==> src/hdl/two_entry_fifo.sv <==
/*
 * Two-slot valid/ready FIFO.
 * Payload type is a parameter so one module carries
 * DMA packets as well as link flits.
 */

`timescale 1ns/1ns

module two_entry_fifo #(
  parameter type payload_t = logic
) (
  input  logic     clk_i,
  input  logic     reset_i,

  input  payload_t data_i,
  input  logic     v_i,
  output logic     ready_o,

  output payload_t data_o,
  output logic     v_o,
  input  logic     ready_i
);

  payload_t   mem_r [2];
  logic       rd_ptr_r;
  logic       wr_ptr_r;
  logic [1:0] count_r;
  logic       push;
  logic       pop;

  assign ready_o = (count_r != 2'd2);
  assign v_o     = (count_r != 2'd0);
  assign data_o  = mem_r[rd_ptr_r];

  assign push = v_i & ready_o;
  assign pop  = v_o & ready_i;

  always_ff @(posedge clk_i) begin
    if (reset_i) begin
      rd_ptr_r <= 1'b0;
      wr_ptr_r <= 1'b0;
      count_r  <= 2'd0;
    end else begin
      if (push)
        wr_ptr_r <= ~wr_ptr_r;
      if (pop)
        rd_ptr_r <= ~rd_ptr_r;
      count_r <= count_r + {1'b0, push} - {1'b0, pop};
    end
  end

  always_ff @(posedge clk_i) begin
    if (push)
      mem_r[wr_ptr_r] <= data_i;
  end

  // occupancy and pointer distance agree, so an empty FIFO never pops a stale slot
  a_count_matches_ptrs: assert property (@(posedge clk_i) disable iff (reset_i)
    count_r != 2'd3 && count_r[0] == (rd_ptr_r ^ wr_ptr_r));

endmodule

==> config.mk <==
export PLATFORM = sky130hd
export DESIGN_NAME = two_entry_fifo
export DESIGN_NICKNAME = d
export VERILOG_FILES = /design/src/hdl/two_entry_fifo.sv
export SDC_FILE = /design/constraint.sdc
export NUM_CORES = 1
export LEC_CHECK = 0
export BUFFER_PORTS_ARGS = -buffer_cell sky130_fd_sc_hd__buf_2
export CAP_MARGIN = 20
export CORE_AREA = 2 2 39 41
export CTS_CLUSTER_DIAMETER = 150
export CTS_CLUSTER_SIZE = 25
export DETAILED_ROUTE_END_ITERATION = 8
export DIE_AREA = 0 0 41 43
export GPL_TIMING_DRIVEN = 0
export PLACE_DENSITY = 0.4
export SETUP_SLACK_MARGIN = 0.4
export SLEW_MARGIN = 20
export SYNTH_ARGS = -nofsm -noshare
export SYNTH_HDL_FRONTEND = slang
export SYNTH_SLANG_ARGS = --single-unit
==> constraint.sdc <==
create_clock -name clk_i -period 2 [get_ports clk_i]
set_input_delay 0.2 -clock clk_i [delete_from_list [all_inputs] [get_ports clk_i]]
set_output_delay 0.2 -clock clk_i [all_outputs]
set_load 0.05 [all_outputs]
==> summary.md <==
| Metric | Value |
|---|---|
| Die W | approximately 41 um |
| Vias per inst | 4.14 |
| Clock latency at the later pin of the worst-skew pair | roughly 260 ps |
| Number of global-route vias before repair | 209 |
| Clock Skew | 0.607 ps |
| Maxcap violations | 0 |
| Buf/Inv on CP | 1 |
| Max VDD drop | 0.000421 V |
| Slew Limit Fails | 0 |
| Avg Cell Area, Syn | 11.4 sq um |
| CP Capture Point | count_r[1]$_SDFF_PP0_ |
| Post-synth top area share | 31.4% |
| Ant diodes | 0 |
| DRC | 0 |
| HP Class | in -> reg |
| DP HPWL | ~380 um |
| R2R cell count | 7 |
| Mapped Area | around 320 sq um |
| Worst R2R End | count_r[1]$_SDFF_PP0_ |
| Largest delay contributor family on the critical path | adder cells |
| Yosys cell types | 18 |
| Period utilisation layout | 77.1% |
| Critical path's largest stage delay | between 300 and 400 ps |
| CTS tree | built |
| ANT nets after route | 0 |
| Maximum clock path buffer count | 2 |
| Post-layout net count | 48 |
| Slowest-stage cell, CP | dfxtp_4 |
| Crit. path cell count | 7 |
| Final hold slack | 127 ps |
| Final hold violation count | 0 |
| Status | finished, final reports clean |
| Setup violators final | 0 |
| RePlAce Congestion | about 0.66 |
| Max Fclk | 648 MHz |
| Hold Path Stages | 1 |
| Setup TNS | 0 ps |
| Area contributors post-synth | dfxtp_1 (31%), edfxtp_1 (19%), ha_1 (7.8%), nor2_1 (5.9%), mux2_4 (4.7%) |
| Setup Crit Path Kind | reg -> reg |
| Yosys reg bits | 7 |
| Drt pass-1 iters | 2 |
| Most used routing layer | met2 |
| Crit-path cells | o21a_4 -> ha_4 -> inv_1 -> ha_2 -> xor2_1 -> and2_1 -> nor3_2 |
| Layout area overhead | 40.0% |
| R2R setup slack | 460 ps |
| Startpoint Class | register |
| Most common library cell in the layout ignoring fill and taps | buf_2 |
| CTS root buffer | clkbuf_4 |
| CTS H-Tree Depth | 1 |
| Sequential area share after synthesis | 50.2% |
| Reg2Reg Launch Point | count_r[0]$_SDFF_PP0_ |
| Worst-path clk slew | approximately 50 ps |
| Total number of vias | 232 |
| Port bufs | 7 |
| 1st-iter DRT viols | 3 |
| WP data arrival | 1720 ps |
| Initial antenna violation count | 0 |
| Crit path time final | approximately 1500 ps |
| Slew HR | between 80% and 90% |
| Met2 global-route usage | 10.3% |
| Met3 Use GR | 1.57% |
| Setup crit start | count_r[0]$_SDFF_PP0_ |
| Required @ worst endpoint | 2180 ps |
| Yosys warns | 0 |
| M1 GR Usage | 7.54% |
| RSZ-0062 raised after global routing | no |
| Largest net degree at the start of global routing | 7 |
| CTS buffer count | 3 |
| Total routed wirelength | approximately 580 um |
| Total GRT Usage | 7.17% |
| First-pass GRT wire length | 779 um |
| DIE AREA | approximately 1800 sq um |
| Die H | between 40 and 50 um |
| Leakage power | 0.197 nW |
| Worst Tran Pin Value | 247 ps |
| Mapped Cells | 28 |
| Post-Syn Nets | 35 |
| Routed WL per cell | ~10 um |
| Total global routing overflow | 0 |
| Sink Count | 7 |
| Crit Path Max Fanout | 3 |
| Top Ports | 8 |
| Pwr per Cell Area | ~1600 nW/um^2 |
| Area leader, netlist | dfxtp_1 |
| Rows | 14 |
| Initial Util | 23.1% |
| Critical path endpoint category | register |
| Share of post-route cells with drive strength above 1 | between 50% and 60% |
| CORE AREA | 1380 sq um |
| Most frequent cells in the layout | buf_2 (7), nor2_1 (5), dfxtp_1 (3), clkbuf_4 (3) |
[worst register-to-register path, delay by kind of cell (launching register included)]
family	cells	cell delay, ps
fa+ha+maj	2	410
compound gates	1	230
xor+xnor	1	140
flops	1	350
simple gates	2	300
buf+inv	1	30
[layout make-up]
class	instances	area (sq um)
fill	150	937
multi-input combinational	20	186
sequential	7	168
timing repair buffer	8	42.5
clock buffer	4	26.3
tap	16	20.0
inverter	1	3.75
[where the power goes]
group | switching [W] | internal [W] | total [W]
sequential | 0.0000367 | 0.000204 | 0.000241
combinational | 0.000206 | 0.000145 | 0.000351
clock | 0.0000576 | 0.0000765 | 0.000134
[cell usage after synthesis (all sizes together)]
cell    instances
and3            1
nand2b          1
and2b           1
xor2            1
nand2           1
edfxtp          2
or2             1
xnor2           1
nor2b           1
nor3            1
ha              2
o21a            1
mux2            2
inv             1
and2            1
dfxtp           5
nor2            5
[layer usage]
layer	wire, um	vias to the layer above
met4	21	0
met5	0	-
li1	-	115
met3	22	2
met1	224	108
met2	312	7
[worst min-delay path by stage]
| stage | slack, ps | from | endpoint |
|---|---|---|---|
| after floorplan | 270 | reset_i | count_r[0]$_SDFF_PP0_ |
| after global placement | 390 | data_i | mem_r[1]$_DFFE_PP_ |
| after detailed placement | 390 | data_i | mem_r[0]$_DFFE_PP_ |
| after CTS | 120 | data_i | mem_r[1]$_DFFE_PP_ |
| after global routing | 130 | data_i | mem_r[1]$_DFFE_PP_ |
| final | 130 | data_i | mem_r[1]$_DFFE_PP_ |
[kinds of logic (layout without fill, tap and decap cells)]
kind of cell,after synthesis,after routing,share of synthesized area [%]
AO/OA/AOI/OAI,1,1,2.75
multiplexers,2,2,8.23
adder cells (fa/ha/maj),2,2,7.84
buffers and inverters,1,13,1.18
AND/OR/NAND/NOR,13,13,24.3
flip-flops,7,7,50.2
XOR/XNOR,2,2,5.49
[through the flow]
stage	util (%)	cells	worst slack [ps]	power, W	area, sq um
after floorplan	-	28	414	0.000483	324
after global placement	27.4	51	470	0.000533	379
after detailed placement	27.4	51	447	0.000540	379
after CTS	29.3	55	435	0.000676	405
after global routing	32.3	56	375	0.000776	447
final	32.3	56	457	0.000727	447
[repair_timing]
action | in CTS | in global routing
hold buffers | 0 | 0
endpoints found under the setup margin | 0 | 1
setup buffers | 0 | 1
gates resized for setup | 0 | 8
Power figures use the tool's default switching activity.
