<file path="src/hdl/cache_wh_pkg.sv">
/*
 * Shared definitions for the cache DMA to wormhole bridge.
 * Link and DMA widths, block length, counter width,
 * DMA packet struct, flit type and wormhole header flit struct.
 */

package cache_wh_pkg;

  localparam int addr_width  = 32;
  // flit must match the DMA data width
  localparam int flit_width  = 32;
  localparam int block_words = 4;
  localparam int count_width = 2;

  localparam int cord_width  = 4;
  localparam int cid_width   = 2;
  localparam int len_width   = 4;

  // endpoint word array depth
  localparam int mem_words   = 256;

  typedef logic [flit_width-1:0] flit_t;

  typedef struct packed {
    logic                  write_not_read;
    logic [addr_width-1:0] addr;
  } dma_pkt_t;

  // fills exactly one flit, dest_cord in the low bits
  typedef struct packed {
    logic [flit_width-len_width-cid_width-2*cord_width-2:0] unused;
    logic                  write_not_read;
    logic [len_width-1:0]  len;
    logic [cid_width-1:0]  cid;
    logic [cord_width-1:0] src_cord;
    logic [cord_width-1:0] dest_cord;
  } wh_header_t;

endpackage
</file>
<file path="src/hdl/dma_wormhole_bridge.sv">
/*
 * Cache DMA to wormhole bridge control.
 * Send FSM turns DMA packets and evict data into request flits.
 * Receive FSM drops the reply header and forwards fill flits.
 */

`timescale 1ns/1ns

module dma_wormhole_bridge (
  input  logic                             clk_i,
  input  logic                             reset_i,

  input  cache_wh_pkg::dma_pkt_t           dma_pkt_i,
  input  logic                             dma_pkt_v_i,
  output logic                             dma_pkt_yumi_o,

  input  cache_wh_pkg::flit_t              dma_data_i,
  input  logic                             dma_data_v_i,
  output logic                             dma_data_yumi_o,

  output cache_wh_pkg::flit_t              dma_data_o,
  output logic                             dma_data_v_o,
  input  logic                             dma_data_ready_i,

  output cache_wh_pkg::flit_t              req_flit_o,
  output logic                             req_v_o,
  input  logic                             req_ready_i,

  input  cache_wh_pkg::flit_t              rsp_flit_i,
  input  logic                             rsp_v_i,
  output logic                             rsp_ready_o,

  input  logic [cache_wh_pkg::cord_width-1:0] my_cord_i,
  input  logic [cache_wh_pkg::cord_width-1:0] dest_cord_i,
  input  logic [cache_wh_pkg::cid_width-1:0]  my_cid_i
);

  import cache_wh_pkg::*;

  typedef enum logic [1:0] {
    SEND_RESET,
    SEND_HEADER,
    SEND_ADDR,
    SEND_DATA
  } send_state_e;

  typedef enum logic [1:0] {
    RECV_RESET,
    RECV_HEADER,
    RECV_DATA
  } recv_state_e;

  send_state_e            send_state_r, send_state_n;
  recv_state_e            recv_state_r, recv_state_n;
  logic [count_width-1:0] send_count_r, send_count_n;
  logic [count_width-1:0] recv_count_r, recv_count_n;
  wh_header_t             header;
  logic                   fill_xfer;

  assign header.unused         = '0;
  assign header.write_not_read = dma_pkt_i.write_not_read;
  // header + addr + data, or header + addr
  assign header.len            = dma_pkt_i.write_not_read ? len_width'(1 + block_words)
                                                          : len_width'(1);
  assign header.cid            = my_cid_i;
  assign header.src_cord       = my_cord_i;
  assign header.dest_cord      = dest_cord_i;

  always_comb begin
    send_state_n    = send_state_r;
    send_count_n    = send_count_r;
    req_v_o         = 1'b0;
    req_flit_o      = dma_data_i;
    dma_pkt_yumi_o  = 1'b0;
    dma_data_yumi_o = 1'b0;
    case (send_state_r)
      SEND_RESET: begin
        send_state_n = SEND_HEADER;
      end
      SEND_HEADER: begin
        req_flit_o = header;
        req_v_o    = dma_pkt_v_i;
        if (dma_pkt_v_i && req_ready_i)
          send_state_n = SEND_ADDR;
      end
      SEND_ADDR: begin
        req_flit_o = dma_pkt_i.addr;
        req_v_o    = dma_pkt_v_i;
        if (dma_pkt_v_i && req_ready_i) begin
          dma_pkt_yumi_o = 1'b1;
          send_state_n   = dma_pkt_i.write_not_read ? SEND_DATA : SEND_HEADER;
        end
      end
      SEND_DATA: begin
        req_v_o = dma_data_v_i;
        if (dma_data_v_i && req_ready_i) begin
          dma_data_yumi_o = 1'b1;
          if (send_count_r == count_width'(block_words - 1)) begin
            send_count_n = '0;
            send_state_n = SEND_HEADER;
          end else begin
            send_count_n = send_count_r + 1'b1;
          end
        end
      end
      default: begin
        send_state_n = SEND_HEADER;
      end
    endcase
  end

  // fill data goes straight through to the cache
  assign dma_data_o = rsp_flit_i;
  assign fill_xfer  = (recv_state_r == RECV_DATA) & rsp_v_i & dma_data_ready_i;

  always_comb begin
    recv_state_n = recv_state_r;
    recv_count_n = recv_count_r;
    rsp_ready_o  = 1'b0;
    dma_data_v_o = 1'b0;
    case (recv_state_r)
      RECV_RESET: begin
        recv_state_n = RECV_HEADER;
      end
      RECV_HEADER: begin
        rsp_ready_o = 1'b1;
        if (rsp_v_i)
          recv_state_n = RECV_DATA;
      end
      RECV_DATA: begin
        rsp_ready_o  = dma_data_ready_i;
        dma_data_v_o = rsp_v_i;
        if (fill_xfer) begin
          if (recv_count_r == count_width'(block_words - 1)) begin
            recv_count_n = '0;
            recv_state_n = RECV_HEADER;
          end else begin
            recv_count_n = recv_count_r + 1'b1;
          end
        end
      end
      default: begin
        recv_state_n = RECV_HEADER;
      end
    endcase
  end

  always_ff @(posedge clk_i) begin
    if (reset_i) begin
      send_state_r <= SEND_RESET;
      recv_state_r <= RECV_RESET;
      send_count_r <= '0;
      recv_count_r <= '0;
    end else begin
      send_state_r <= send_state_n;
      recv_state_r <= recv_state_n;
      send_count_r <= send_count_n;
      recv_count_r <= recv_count_n;
    end
  end

  a_yumi_needs_data: assert property (@(posedge clk_i) disable iff (reset_i)
    dma_data_yumi_o |-> dma_data_v_i && send_state_r == SEND_DATA);

  // fill count only runs inside a reply, so each block starts at word 0
  a_fill_count_idle: assert property (@(posedge clk_i) disable iff (reset_i)
    recv_state_r != RECV_DATA |-> recv_count_r == '0);

endmodule

</file>
<file path="config.mk">
export PLATFORM = sky130hd
export DESIGN_NAME = dma_wormhole_bridge
export DESIGN_NICKNAME = d
export VERILOG_FILES = /design/src/hdl/cache_wh_pkg.sv /design/src/hdl/dma_wormhole_bridge.sv
export SDC_FILE = /design/constraint.sdc
export NUM_CORES = 1
export LEC_CHECK = 0
export BUFFER_PORTS_ARGS = -buffer_cell sky130_fd_sc_hd__buf_2
export CAP_MARGIN = 30
export CORE_AREA = 2 2 70 72
export CTS_BUF_LIST = sky130_fd_sc_hd__clkbuf_16
export DETAILED_ROUTE_END_ITERATION = 7
export DIE_AREA = 0 0 72 74
export HOLD_SLACK_MARGIN = 0.12
export PLACE_DENSITY_LB_ADDON = 0.08
export SETUP_SLACK_MARGIN = 0.05
export SYNTH_ARGS = -nofsm -noshare
export SYNTH_HDL_FRONTEND = slang
export SYNTH_SLANG_ARGS = --single-unit
</file>
<file path="constraint.sdc">
create_clock -name clk_i -period 2.4 [get_ports clk_i]
set_input_delay 0.48 -clock clk_i [delete_from_list [all_inputs] [get_ports clk_i]]
set_output_delay 0.48 -clock clk_i [all_outputs]
set_load 0.01 [all_outputs]
</file>
==> results.toml <==
[run_status]
status = "completed"

[clock_tree]
cts_inserted_buffers = 3
cts_buffer_depth = 2
cts_tree = "yes"
path_clk_slew_ps = 40
cts-root-buf = "clkbuf_16"
clock_latency_ps = 230
cts_htree_levels = 1
clock_sinks = 8

[routing]
drcViolationCount = 0
vias = 1503
dr.pass1.iters = 4
wire_per_inst_um = 12.95
drt_iter0_drc = 94
ant_nets = 0
avgViaCountPerCell = 4.500
routed_wl_mm = 4.324

[min_path]
hp-class = "reg2reg"
hold_start = "recv_count_r[0]"
whs_endpoint = "recv_count_r[0]"
hold_depth = 2

[synth]
ys_types = 25
async_flop_share_pct = 0
synth.most_common_cell = "buf_4"
synth_enable_flop_cells = 0
synth_nets = 322
syn_inst = 200
synth_common_cells = "buf_4, inv_1, nor2_1, o21ai_0, a21oi_1"
yosysWarnings = 0
synth_top_area_share_pct = 19.73
yosys_register_bits = 8
yosys.area.top_type = "buf_4"
synth_top_flop_cell = "dfxtp_1"
syn-cell-area_um2 = 1294
synth_area_leaders = "buf_4, dfxtp_1, ha_1"
syn_avg_cell_area_um2 = 6.469
seq_area_frac_synth_pct = 12.38

[worst_setup_path]
cp_slowest_cell = "dfxtp_1"
reg2reg_slack_ps = 690
endpoint_kind = "output port"
r2r_end = "send_state_r[0]"
arrival_ps = 1620
cp_cell_sequence = "inv_1 > ha_1 > buf_12 > nand3_1 > o21ai_0 > buf_2"
critPathMaxFanout = 57
reg2reg_from = "send_state_r[0]"
cp_top_family = "buffers and inverters"
cp_data_required_time_ps = 1920
max_stage_delay_ps = 360
ff2ff_path_depth = 6
worstSetupStartpointType = "flip-flop"
worstSetupPathType = "reg2out"
cp_num_buf_inv = 3

[die]
die_w_um = 72
core_area_um2 = 4598
die_y_um = 74
start_util_pct = 28.14
die-area_um2 = 5328
boundaryPins = 183
core.rowCount = 25

[placed_design]
dp_cells = 331
io_buffers = 118
dpl.hpwl_mm = 3.692
preCtsSetupSlack_ps = 429.4
place.gp.congestion = 0.7189

[sta]
worst_slack_ps = 299.7
skew_ps = 0.1875
tightest_slew_ps = 302.5
max_freq_mhz = 476.1
relSlewSlack_pct = 79.83
rsz0062_at_grt = "no"
hold_viol = 0
fin_crit_sh_pct = 87.51
min_period_ps = 2100
setup_tns_ps = 0
setup_violations = 0
slew_viol_final = 0

[grt]
grt_pass1_wl_mm = 6.272
antenna_found_initial = 0
grt_max_degree = 58
grt.total_usage_pct = 14.78
grt_pass1_vias = 1305
grt_overflow = 0

[cells_and_area]
layout-drive-gt1-share_pct = 46.43
antenna_cells = 0
num-nets-final = 404
area_growth_pct = 36.27
layout.cells.non_filler = 334

[power_and_ir_drop]
ir_drop_mv = 0.4196
cellLeakagePower_nw = 0.9918
powerDensity_nw_per_um2 = 907.9

[run]
cap_violations = 0
==> sequential cells by signal (all words and copies together) (netlist names) <==
register and count:
send_count_r 2, recv_state_r 2, send_state_r 2, recv_count_r 2
==> area by class of cell <==
type                       instances  area [µm²]
fill                             513        2835
multi-input combinational        122       733.2
timing repair buffer             122       633.1
sequential                         8       160.2
inverter                          25       93.84
clock buffer                       3       75.07
tap                               54       67.56
==> cell usage in the layout, fill, tap and decap left out <==
master     Yosys  layout
o211ai_1       3       3
buf_12         0       1
a21oi_1       18      18
buf_4         34       3
and2_2         0       1
mux2i_1        3       3
a21oi_2        2       2
nor2b_1        1       1
nand2b_1       1       1
ha_1           8       8
and2_1         3       2
nand3_1       13      13
mux2_4         1       1
nor2_1        19      19
buf_2          9     118
o21ai_0       19      19
or3b_1         1       1
or3_1          2       2
nand3_2        1       1
dfxtp_1        8       8
a22oi_1       13      13
inv_1         25      25
and3b_1        1       1
nand2_1       11      11
a2bb2oi_1      1       1
clkbuf_16      0       3
and3_1         1       1
==> worst min-delay path, stage by stage, from the launching register on <==
cell and delay [ps]:
dfxtp_1 310, nand2_1 60, a21oi_1 60
==> per-layer routing <==
layer	wire [µm]	vias to the layer above	global-route usage (%)
met1	1617	623	17.50
li1	-	794	-
met4	57	0	5.241
met2	2250	78	25.72
met3	399	8	4.201
met5	0	-	0
==> metrics by stage <==
stage          hold slack [ps]  total power [mW]  area [µm²]  utilization, %
3_5_place_dp             471.9             1.340        1687           36.68
5_1_grt                  488.7             1.766        1763           38.34
2_1_floorplan            449.3            0.9365        1294               -
6_report                 474.8             1.601        1763           38.34
4_1_cts                  477.9             1.634        1762           38.31
3_3_place_gp             468.8             1.343        1687           36.68
==> worst max path at each step <==
stage,start,endpoint,cells after the start
4_1_cts,send_state_r[0],req_flit_o[24],6
6_report,send_state_r[0],req_flit_o[31],6
2_1_floorplan,send_state_r[0],req_flit_o[24],5
5_1_grt,send_state_r[1],req_flit_o[21],6
3_3_place_gp,send_state_r[0],req_flit_o[24],6
3_5_place_dp,send_state_r[0],req_flit_o[24],6
==> power by group <==
| part | leakage, nW | total [mW] | switching (mW) | internal [mW] |
|---|---|---|---|---|
| combinational | 0.890 | 1.16 | 0.663 | 0.494 |
| sequential | 0.0653 | 0.163 | 0.0133 | 0.149 |
| clock | 0.0370 | 0.281 | 0.0664 | 0.215 |
==> what timing repair did <==
action / CTS / global route
setup buffers: 0 / 0
hold buffers: 0 / 0
gates resized for setup: 0 / 1
setup endpoints to repair: 0 / 2
==> cells by family (layout without fill, tap and decap cells) <==
family	after synthesis	after routing	share of synthesized area, %
muxes	4	4	3.481
buffers and inverters	70	150	31.04
AOI/OAI and AO/OA	56	56	25.63
and+or+nand+nor	54	54	19.73
adders and majority gates	8	8	7.737
DFF	8	8	12.38
(Power assumes the default switching activity.)
